File: config.mk
export PLATFORM = sky130hd
export DESIGN_NAME = dab_modulator
export DESIGN_NICKNAME = d
export VERILOG_FILES = /design/src/common/dab_pkg.sv /design/src/common/dab_if.sv /design/src/angle_solver/dab_angle_solver.sv /design/src/angle_solver/seq_divider.sv /design/src/rtl/dab_input_stage.sv /design/src/rtl/dab_mode_select.sv /design/src/rtl/dab_modulator.sv
export SDC_FILE = /design/constraint.sdc
export NUM_CORES = 2
export LEC_CHECK = 0
export BUFFER_PORTS_ARGS = -buffer_cell sky130_fd_sc_hd__buf_2
export CELL_PAD_IN_SITES_DETAIL_PLACEMENT = 2
export CELL_PAD_IN_SITES_GLOBAL_PLACEMENT = 2
export CORE_MARGIN = 1.5
export CORE_UTILIZATION = 30
export CTS_CLUSTER_DIAMETER = 60
export CTS_CLUSTER_SIZE = 20
export DETAILED_ROUTE_END_ITERATION = 10
export PLACE_DENSITY = 0.62
export SLEW_MARGIN = 30
export SYNTH_ARGS = -nofsm -noshare
export SYNTH_HDL_FRONTEND = slang
export SYNTH_HIERARCHICAL = 1
export SYNTH_SLANG_ARGS = --single-unit
File: constraint.sdc
create_clock -name trigger -period 11 [get_ports trigger]
set_clock_uncertainty 0.05 [all_clocks]
set_input_delay 1.1 -clock trigger [delete_from_list [all_inputs] [get_ports trigger]]
set_output_delay 1.1 -clock trigger [all_outputs]
set_load 0.02 [all_outputs]
File: src/common/dab_pkg.sv
`default_nettype none

package dab_pkg;

  ////////////////////////////////////////////////////////////////////////////
  // widths
  ////////////////////////////////////////////////////////////////////////////

  localparam int VOLT_W    = 14;  // vdc1, vdc2, iref, signed samples
  localparam int FS_W      = 19;  // switching frequency, signed
  localparam int ANGLE_W   = 9;   // tau1, tau2, phi outputs
  localparam int MODE_W    = 2;   // modo code
  localparam int DIV_W     = 48;  // products and divider operands
  localparam int DIV_CNT_W = $clog2(DIV_W + 1);  // divider step counter

  ////////////////////////////////////////////////////////////////////////////
  // angle scaling, 255 counts per pi
  ////////////////////////////////////////////////////////////////////////////

  localparam int ANGLE_PI      = 255;
  localparam int ANGLE_HALF_PI = 128;  // pi/2, rounded up

  ////////////////////////////////////////////////////////////////////////////
  // converter gains
  ////////////////////////////////////////////////////////////////////////////

  localparam int TURNS_NUM = 11;  // n = 11/2
  localparam int TURNS_DEN = 2;
  localparam int C2_GAIN   = 3;   // fs weight in the tau2 numerator
  localparam int PHI_GAIN  = 5;   // fs*iref weight in the phi numerator

  // outputs after reset
  localparam logic signed [ANGLE_W-1:0] RST_TAU1 = 9'sd255;
  localparam logic signed [ANGLE_W-1:0] RST_TAU2 = 9'sd147;
  localparam logic signed [ANGLE_W-1:0] RST_PHI  = -9'sd9;

  // mode codes, same numbering as the full four-mode controller
  localparam logic [MODE_W-1:0] MODE_HALF = 2'd1;  // tau1 held at pi
  localparam logic [MODE_W-1:0] MODE_HOLD = 2'd3;  // keep last angles

  // solver FSM states
  localparam logic [1:0] ST_IDLE = 2'd0;  // waiting for operands
  localparam logic [1:0] ST_TAU  = 2'd1;  // tau division running
  localparam logic [1:0] ST_PHI  = 2'd2;  // phi division running
  localparam logic [1:0] ST_OUT  = 2'd3;  // result offered downstream

endpackage

`default_nettype wire

File: src/common/dab_if.sv
`default_nettype none

////////////////////////////////////////////////////////////////////////////
// input stage -> solver
////////////////////////////////////////////////////////////////////////////

interface operand_if;
  logic                              valid;    // operands held until taken
  logic                              ready;    // solver idle
  logic signed [dab_pkg::DIV_W-1:0] tau_num;  // 2*(255*vdc1 - 3*fs)
  logic signed [dab_pkg::DIV_W-1:0] tau_den;  // 11*vdc2
  logic signed [dab_pkg::DIV_W-1:0] phi_num;  // 5*fs*iref
  logic signed [dab_pkg::DIV_W-1:0] phi_den;  // 255*vdc1 - 3*fs

  modport source
  (
    output valid, tau_num, tau_den, phi_num, phi_den,
    input  ready
  );

  modport sink
  (
    input  valid, tau_num, tau_den, phi_num, phi_den,
    output ready
  );
endinterface

////////////////////////////////////////////////////////////////////////////
// solver -> mode selector
////////////////////////////////////////////////////////////////////////////

interface angle_if;
  logic                              valid;
  logic                              ready;
  logic signed [dab_pkg::DIV_W-1:0] tau2_full;  // untruncated tau2 in counts
  logic signed [dab_pkg::DIV_W-1:0] phi_full;   // untruncated phi in counts
  logic                              ok;         // denominators were positive

  modport source
  (
    output valid, tau2_full, phi_full, ok,
    input  ready
  );

  modport sink
  (
    input  valid, tau2_full, phi_full, ok,
    output ready
  );
endinterface

`default_nettype wire

File: src/angle_solver/dab_angle_solver.sv
`default_nettype none

module dab_angle_solver
(
  input  wire       trigger,
  input  wire       arst_n,
  operand_if.sink   opnd,
  angle_if.source   ang
);

  logic [1:0]                        state;
  logic                              ok_c;          // both denominators > 0
  logic                              div_start;
  logic                              div_done;
  logic signed [dab_pkg::DIV_W-1:0] div_dividend;
  logic signed [dab_pkg::DIV_W-1:0] div_divisor;
  logic signed [dab_pkg::DIV_W-1:0] div_quotient;
  logic signed [dab_pkg::DIV_W-1:0] phi_num_q;     // kept for second division
  logic signed [dab_pkg::DIV_W-1:0] phi_den_q;

  assign ok_c       = (opnd.tau_den > 0) && (opnd.phi_den > 0);
  assign opnd.ready = (state == dab_pkg::ST_IDLE);  // low until result leaves

  // tau division fed straight from the operand bus and phi division from the copy
  assign div_start = (state == dab_pkg::ST_IDLE && opnd.valid && ok_c) ||
                     (state == dab_pkg::ST_TAU && div_done);
  assign div_dividend = (state == dab_pkg::ST_IDLE) ? opnd.tau_num : phi_num_q;
  assign div_divisor  = (state == dab_pkg::ST_IDLE) ? opnd.tau_den : phi_den_q;

  seq_divider u_div
  (
    .trigger  (trigger),
    .arst_n   (arst_n),
    .start    (div_start),
    .dividend (div_dividend),
    .divisor  (div_divisor),
    .quotient (div_quotient),
    .done     (div_done)
  );

  ////////////////////////////////////////////////////////////////////////////
  // FSM
  ////////////////////////////////////////////////////////////////////////////

  always_ff @(posedge trigger or negedge arst_n)
  begin
    if (!arst_n)
    begin
      state     <= dab_pkg::ST_IDLE;
      ang.valid <= 1'b0;
    end
    else
    begin
      case (state)
        dab_pkg::ST_IDLE:
        begin
          if (opnd.valid)
          begin
            if (ok_c)
              state <= dab_pkg::ST_TAU;
            else
            begin
              state     <= dab_pkg::ST_OUT;  // bad denominator skips both divisions
              ang.valid <= 1'b1;
            end
          end
        end
        dab_pkg::ST_TAU:
        begin
          if (div_done)
            state <= dab_pkg::ST_PHI;
        end
        dab_pkg::ST_PHI:
        begin
          if (div_done)
          begin
            state     <= dab_pkg::ST_OUT;
            ang.valid <= 1'b1;
          end
        end
        default:  // ST_OUT
        begin
          if (ang.ready)
          begin
            state     <= dab_pkg::ST_IDLE;
            ang.valid <= 1'b0;
          end
        end
      endcase
    end
  end

  // result and operand copies
  always_ff @(posedge trigger)
  begin
    if (state == dab_pkg::ST_IDLE && opnd.valid)
    begin
      phi_num_q <= opnd.phi_num;
      phi_den_q <= opnd.phi_den;
      ang.ok    <= ok_c;
    end
    if (state == dab_pkg::ST_TAU && div_done)
      ang.tau2_full <= div_quotient;
    if (state == dab_pkg::ST_PHI && div_done)
      ang.phi_full <= div_quotient - dab_pkg::ANGLE_HALF_PI + (ang.tau2_full >>> 1);
  end

  // one division at a time on the shared divider
  a_div_no_restart : assert property (@(posedge trigger) disable iff (!arst_n)
    div_start |-> !u_div.busy);

endmodule

`default_nettype wire

File: src/angle_solver/seq_divider.sv
`default_nettype none

module seq_divider
(
  input  wire                                 trigger,
  input  wire                                 arst_n,
  input  wire                                 start,
  input  wire signed [dab_pkg::DIV_W-1:0]    dividend,
  input  wire signed [dab_pkg::DIV_W-1:0]    divisor,
  output logic signed [dab_pkg::DIV_W-1:0]   quotient,
  output logic                                done
);

  logic [dab_pkg::DIV_W-1:0]     rem_q;    // partial remainder
  logic [dab_pkg::DIV_W-1:0]     quo_q;    // dividend out, quotient bits in
  logic [dab_pkg::DIV_W-1:0]     dsr_q;    // divisor magnitude
  logic                          neg_q;    // quotient sign
  logic                          busy;
  logic [dab_pkg::DIV_CNT_W-1:0] count;    // steps left
  logic [dab_pkg::DIV_W-1:0]     dvd_mag;
  logic [dab_pkg::DIV_W-1:0]     dsr_mag;
  logic [dab_pkg::DIV_W+1:0]     trial;    // shifted remainder minus divisor

  assign dvd_mag = dividend[dab_pkg::DIV_W-1] ? -dividend : dividend;
  assign dsr_mag = divisor[dab_pkg::DIV_W-1] ? -divisor : divisor;

  assign trial = {1'b0, rem_q, quo_q[dab_pkg::DIV_W-1]} - {2'b00, dsr_q};

  ////////////////////////////////////////////////////////////////////////////
  // control, DIV_W steps then one sign cycle
  ////////////////////////////////////////////////////////////////////////////

  always_ff @(posedge trigger or negedge arst_n)
  begin
    if (!arst_n)
    begin
      busy  <= 1'b0;
      done  <= 1'b0;
      count <= '0;
    end
    else
    begin
      done <= 1'b0;  // single pulse
      if (start)
      begin
        busy  <= 1'b1;
        count <= dab_pkg::DIV_W[dab_pkg::DIV_CNT_W-1:0];
      end
      else if (busy)
      begin
        if (count == '0)
        begin
          busy <= 1'b0;
          done <= 1'b1;
        end
        else
          count <= count - 1'b1;
      end
    end
  end

  ////////////////////////////////////////////////////////////////////////////
  // datapath
  ////////////////////////////////////////////////////////////////////////////

  always_ff @(posedge trigger)
  begin
    if (start)
    begin
      rem_q <= '0;
      quo_q <= dvd_mag;
      dsr_q <= dsr_mag;
      neg_q <= dividend[dab_pkg::DIV_W-1] ^ divisor[dab_pkg::DIV_W-1];
    end
    else if (busy && count != '0)
    begin
      if (!trial[dab_pkg::DIV_W+1])  // divisor fits, keep difference
      begin
        rem_q <= trial[dab_pkg::DIV_W-1:0];
        quo_q <= {quo_q[dab_pkg::DIV_W-2:0], 1'b1};
      end
      else  // restore
      begin
        rem_q <= {rem_q[dab_pkg::DIV_W-2:0], quo_q[dab_pkg::DIV_W-1]};
        quo_q <= {quo_q[dab_pkg::DIV_W-2:0], 1'b0};
      end
    end
    else if (busy)
      quotient <= neg_q ? -quo_q : quo_q;  // truncation toward zero
  end

endmodule

`default_nettype wire

File: src/rtl/dab_input_stage.sv
`default_nettype none

module dab_input_stage
(
  input  wire                               trigger,
  input  wire                               arst_n,
  input  wire                               sample_valid,
  input  wire signed [dab_pkg::VOLT_W-1:0] vdc1,
  input  wire signed [dab_pkg::VOLT_W-1:0] vdc2,
  input  wire signed [dab_pkg::VOLT_W-1:0] iref,
  input  wire signed [dab_pkg::FS_W-1:0]   fs,
  output logic                              sample_ready,
  operand_if.source                         opnd
);

  logic signed [dab_pkg::DIV_W-1:0] vdc1_w;  // sign extended inputs
  logic signed [dab_pkg::DIV_W-1:0] vdc2_w;
  logic signed [dab_pkg::DIV_W-1:0] iref_w;
  logic signed [dab_pkg::DIV_W-1:0] fs_w;
  logic signed [dab_pkg::DIV_W-1:0] phi_den_c;  // shared by both equations
  logic                              take;

  assign vdc1_w = vdc1;
  assign vdc2_w = vdc2;
  assign iref_w = iref;
  assign fs_w   = fs;

  // pi*vdc1 - c2*fs, also the base of the tau numerator
  assign phi_den_c = dab_pkg::ANGLE_PI * vdc1_w - dab_pkg::C2_GAIN * fs_w;

  // room for a new sample when empty or being drained this edge
  assign sample_ready = !opnd.valid || opnd.ready;
  assign take         = sample_valid && sample_ready;

  always_ff @(posedge trigger or negedge arst_n)
  begin
    if (!arst_n)
      opnd.valid <= 1'b0;
    else if (sample_ready)
      opnd.valid <= sample_valid;  // refill or go empty
  end

  // operand register, loaded only on a sample transfer
  always_ff @(posedge trigger)
  begin
    if (take)
    begin
      opnd.tau_num <= dab_pkg::TURNS_DEN * phi_den_c;
      opnd.tau_den <= dab_pkg::TURNS_NUM * vdc2_w;
      opnd.phi_num <= dab_pkg::PHI_GAIN * fs_w * iref_w;
      opnd.phi_den <= phi_den_c;
    end
  end

  // held operands must not move under a stalled solver
  a_opnd_stable : assert property (@(posedge trigger) disable iff (!arst_n)
    opnd.valid && !opnd.ready |=> opnd.valid && $stable(opnd.tau_num) &&
    $stable(opnd.tau_den) && $stable(opnd.phi_num) && $stable(opnd.phi_den));

endmodule

`default_nettype wire

File: src/rtl/dab_mode_select.sv
`default_nettype none

module dab_mode_select
(
  input  wire                                   trigger,
  input  wire                                   arst_n,
  angle_if.sink                                 ang,
  output logic signed [dab_pkg::ANGLE_W-1:0]   tau1,
  output logic signed [dab_pkg::ANGLE_W-1:0]   tau2,
  output logic signed [dab_pkg::ANGLE_W-1:0]   phi,
  output logic [dab_pkg::MODE_W-1:0]           modo,
  output logic                                  update_done
);

  logic take;          // angle_if transfer
  logic tau_in_range;  // 0 <= tau2 <= pi
  logic phi_neg;
  logic phi_above;     // phi >= tau2 - pi
  logic mode_half;

  assign ang.ready = 1'b1;  // never stalls the solver
  assign take      = ang.valid && ang.ready;

  ////////////////////////////////////////////////////////////////////////////
  // mode 1 validity with tau1 fixed at half a period
  ////////////////////////////////////////////////////////////////////////////

  assign tau_in_range = (ang.tau2_full >= 0) && (ang.tau2_full <= dab_pkg::ANGLE_PI);
  assign phi_neg      = ang.phi_full < 0;
  assign phi_above    = ang.phi_full >= ang.tau2_full - dab_pkg::ANGLE_PI;
  assign mode_half    = ang.ok && tau_in_range && phi_neg && phi_above;

  always_ff @(posedge trigger or negedge arst_n)
  begin
    if (!arst_n)
    begin
      tau1        <= dab_pkg::RST_TAU1;
      tau2        <= dab_pkg::RST_TAU2;
      phi         <= dab_pkg::RST_PHI;
      modo        <= dab_pkg::MODE_HOLD;
      update_done <= 1'b0;
    end
    else
    begin
      update_done <= take;  // one cycle after the transfer
      if (take)
      begin
        if (mode_half)
        begin
          tau1 <= dab_pkg::ANGLE_PI[dab_pkg::ANGLE_W-1:0];
          tau2 <= ang.tau2_full[dab_pkg::ANGLE_W-1:0];  // range checked above
          phi  <= ang.phi_full[dab_pkg::ANGLE_W-1:0];   // between -pi and 0
          modo <= dab_pkg::MODE_HALF;
        end
        else
          modo <= dab_pkg::MODE_HOLD;  // angles keep last values
      end
    end
  end

  // update_done stays one cycle wide only if the solver drops valid after a transfer
  a_single_update : assert property (@(posedge trigger) disable iff (!arst_n)
    take |=> !take);

endmodule

`default_nettype wire

File: src/rtl/dab_modulator.sv
`default_nettype none

module dab_modulator
(
  input  wire                                   trigger,
  input  wire                                   arst_n,
  input  wire                                   sample_valid,
  input  wire signed [dab_pkg::VOLT_W-1:0]     vdc1,
  input  wire signed [dab_pkg::VOLT_W-1:0]     vdc2,
  input  wire signed [dab_pkg::VOLT_W-1:0]     iref,
  input  wire signed [dab_pkg::FS_W-1:0]       fs,
  output logic                                  sample_ready,
  output logic signed [dab_pkg::ANGLE_W-1:0]   tau1,
  output logic signed [dab_pkg::ANGLE_W-1:0]   tau2,
  output logic signed [dab_pkg::ANGLE_W-1:0]   phi,
  output logic [dab_pkg::MODE_W-1:0]           modo,
  output logic                                  update_done
);

  operand_if opnd_bus ();  // numerators and denominators
  angle_if   ang_bus ();   // full-width angles and ok flag

  ////////////////////////////////////////////////////////////////////////////
  // sample capture -> divisions -> mode decision
  ////////////////////////////////////////////////////////////////////////////

  dab_input_stage u_input
  (
    .trigger      (trigger),
    .arst_n       (arst_n),
    .sample_valid (sample_valid),
    .vdc1         (vdc1),
    .vdc2         (vdc2),
    .iref         (iref),
    .fs           (fs),
    .sample_ready (sample_ready),
    .opnd         (opnd_bus.source)
  );

  dab_angle_solver u_solver
  (
    .trigger (trigger),
    .arst_n  (arst_n),
    .opnd    (opnd_bus.sink),
    .ang     (ang_bus.source)
  );

  dab_mode_select u_mode
  (
    .trigger     (trigger),
    .arst_n      (arst_n),
    .ang         (ang_bus.sink),
    .tau1        (tau1),
    .tau2        (tau2),
    .phi         (phi),
    .modo        (modo),
    .update_done (update_done)
  );

endmodule

`default_nettype wire

==> results_dict.tcl <==
set metrics [dict create \
    status "complete, no violations" \
    worstSetupStartpointType "input pin" \
    start_util_pct 30.3 \
    numPortBuffers 84 \
    tns_ps 0 \
    drv_cap 0 \
    yosysWarningCount 6 \
    max-slew-margin-rel_pct 31.0 \
    htreeDepth 2 \
    detail-route-antenna-nets 0 \
    vias_per_cell 4.84 \
    crit_family "adder cells" \
    core_area_um2 159000 \
    antenna_found_initial 2 \
    drc_errors 0 \
    grt_overflow_total 0 \
    nFillCells 17400 \
    crit_buf_inv 5 \
    required_ps 11300 \
    cp_slowest_cell "fa_1" \
    grt_pass1_wl_um 215000 \
    cts_tree "built" \
    synth_area_per_cell_um2 10.0 \
    synth_edf_count 418 \
    drive_above_1_share_pct 8.51 \
    synth.distinct_cells 86 \
    hold_viol 0 \
    ys_seq_area_share_pct 29.9 \
    ff2ff_setup_slack_ps 4510 \
    crit_path_end_kind "flip-flop" \
    ios 95 \
    hp-class "reg2reg" \
    numCtsBuffers 48 \
    finalCritPeriodShare_pct 87.4 \
    drt_iter0_drc 1226 \
    yosys_most_used_dff "edfxtp_1" \
    critPathMaxFanout 14 \
    cts_buffer_depth 3 \
    wl_per_cell_um 19.4 \
    setup_viol 0 \
    die_h_um 403 \
    criticalPathCategory "in2reg" \
    cts_setup_buffers 0 \
    cpPeakStageDelay_ps 570 \
    clock_latency_ps 640 \
    grt_pass1_vias 37500 \
    fin_nets 5634 \
    rsz0062_at_grt "false" \
    drtPass1Iterations 5 \
    fp.dieW_um 403 \
    finalCriticalPeriod_ps 9610 \
    crit_top_cell "fa_1" \
    die-area_um2 162000 \
    fmax_mhz 104 \
    regArea_um2 14300 \
    syn-instance-count 4781 \
    grt_max_degree 89 \
    worstMarginPinSlew_ps 1030 \
    area_delta_synth_final_pct 7.88 \
    antenna_cells 0 \
    cts-root-buf "clkbuf_16" \
    postCtsResizedCells 0 \
    r2r_cells 15 \
    fp-row-count 146 \
    cts.sinks 498 \
    synth-seq-cells 498 \
    multi_input_area_um2 29600 \
    path_clk_slew_ps 80 \
    slew_viol_final 0 \
    async_flop_share_pct 6.43 \
    syn-cell-area_um2 48000 \
    wirelength_um 132000 \
    track_usage_pct 16.5 \
    cts_hold_buf 0 \
    path_depth 35 \
    dp_hpwl_um 106000 \
    vias 33000 \
    crit_arrival_ps 9920 \
    gp_congestion 0.793 \
    hold_path_depth 0 \
]
-- cell usage after synthesis, drive strengths merged, types with 81 or more instances --
cell | count | area, um^2
a21o | 81 | 608
edfxtp | 418 | 12600
xor2 | 134 | 1170
xnor2 | 242 | 2120
mux2 | 117 | 1350
and2 | 161 | 1010
nor2 | 199 | 747
buf | 131 | 978
fa | 423 | 8470
ha | 441 | 5520
clkbuf | 121 | 454
inv | 746 | 2800
o21ai | 178 | 891
a21oi | 246 | 1250
nand2 | 392 | 1470
-- worst paths after layout --
path                                             from                        to
max                                             fs[1]  u_input/opnd.phi_num[35]
min                          u_input/opnd.phi_num[23]    u_solver/phi_num_q[23]
max reg2reg                u_solver/ang.tau2_full[11]            u_mode/tau2[3]
min reg2reg                  u_input/opnd.phi_num[23]    u_solver/phi_num_q[23]
max in group asynchronous                      arst_n            u_mode/tau2[6]
min in group asynchronous                      arst_n        u_mode/update_done
-- per-layer routing --
metal  track usage (%)  wire, um  share of wire [%]  vias to the layer above
met1              22.5     63300                 48                    16900
met5                 0         0                  0                        -
met2              28.9     64300                 49                      228
met4              3.51      2580                2.0                        0
li1                  -         -                  -                    15800
met3             0.900      1900                1.4                      105
-- cells in the final DEF, fill, tap and decap left out, types with 40 or more instances in the layout --
cell type and n:
o31ai_1 44, xnor2_1 237, nand3_1 40, a21o_1 80
nor4_1 50, fa_1 423, nand2_1 392, dfxtp_1 48
nor2_1 199, edfxtp_1 418, nor3_1 52, nand2b_1 46
buf_2 84, ha_1 440, o21ai_0 170, inv_1 745
and2_1 157, mux2_2 108, xor2_1 133, nand4_1 52
a21oi_1 240, clkbuf_16 49
-- registers in the layout (all words and copies together), names as in the netlist, 48 cells and up --
name and flops:
u_solver/ang.phi_full 48, u_solver/ang.tau2_full 48, u_solver/phi_den_q 48, u_solver/phi_num_q 48, u_solver/u_div/dsr_q 48, u_solver/u_div/quo_q 48
u_solver/u_div/quotient 48, u_solver/u_div/rem_q 48
-- metrics by stage --
stage | utilization (%) | std cells | cell area, um^2 | hold WS (ps) | setup slack (ps)
after floorplan | - | 4790 | 48000 | 346 | 1920
after global placement | 31.5 | 6728 | 50000 | 351 | 791
after detailed placement | 31.5 | 6728 | 50000 | 356 | 766
after CTS | 32.7 | 6818 | 51800 | 364 | 1380
after global routing | 32.7 | 6818 | 51800 | 362 | 932
final | 32.7 | 6818 | 51800 | 362 | 1390
-- cell type report --
cell class	count	share of cell area [%]
Tap cell	2072	5.01
Clock buffer	51	2.38
Sequential cell	498	27.7
Timing Repair Buffer	118	1.32
Multi-Input combinational cell	3294	57.2
Inverter	746	5.41
Clock inverter	39	1.06
-- kinds of logic (layout without fill, tap and decap cells) --
family / after synthesis / in the layout / synth area share (%)
other: 3 / 12 / 0.0235
muxes: 142 / 142 / 3.35
buffers and inverters: 998 / 954 / 8.82
xor gates and xnor gates: 376 / 376 / 6.86
AOI/OAI and AO/OA: 771 / 771 / 10.3
adders and majority gates: 864 / 864 / 29.1
and+or+nand+nor: 1129 / 1129 / 11.6
DFF: 498 / 498 / 29.9
-- worst reg2reg max path, stage by stage (launching register included) --
cell	delay, ps
edfxtp_1	470
nor4_1	640
nand4_1	440
or4_1	670
nor4_2	470
nand2b_1	270
nor2_1	190
xnor2_1	80
ha_1	470
nand4_1	240
nor4_1	830
nand2b_1	130
a32oi_1	180
o21ai_1	120
mux2i_4	690
mux2_2	430
Power is not shown: default switching activity piles up to over one toggle a cycle in this logic, so the estimate is an artifact.
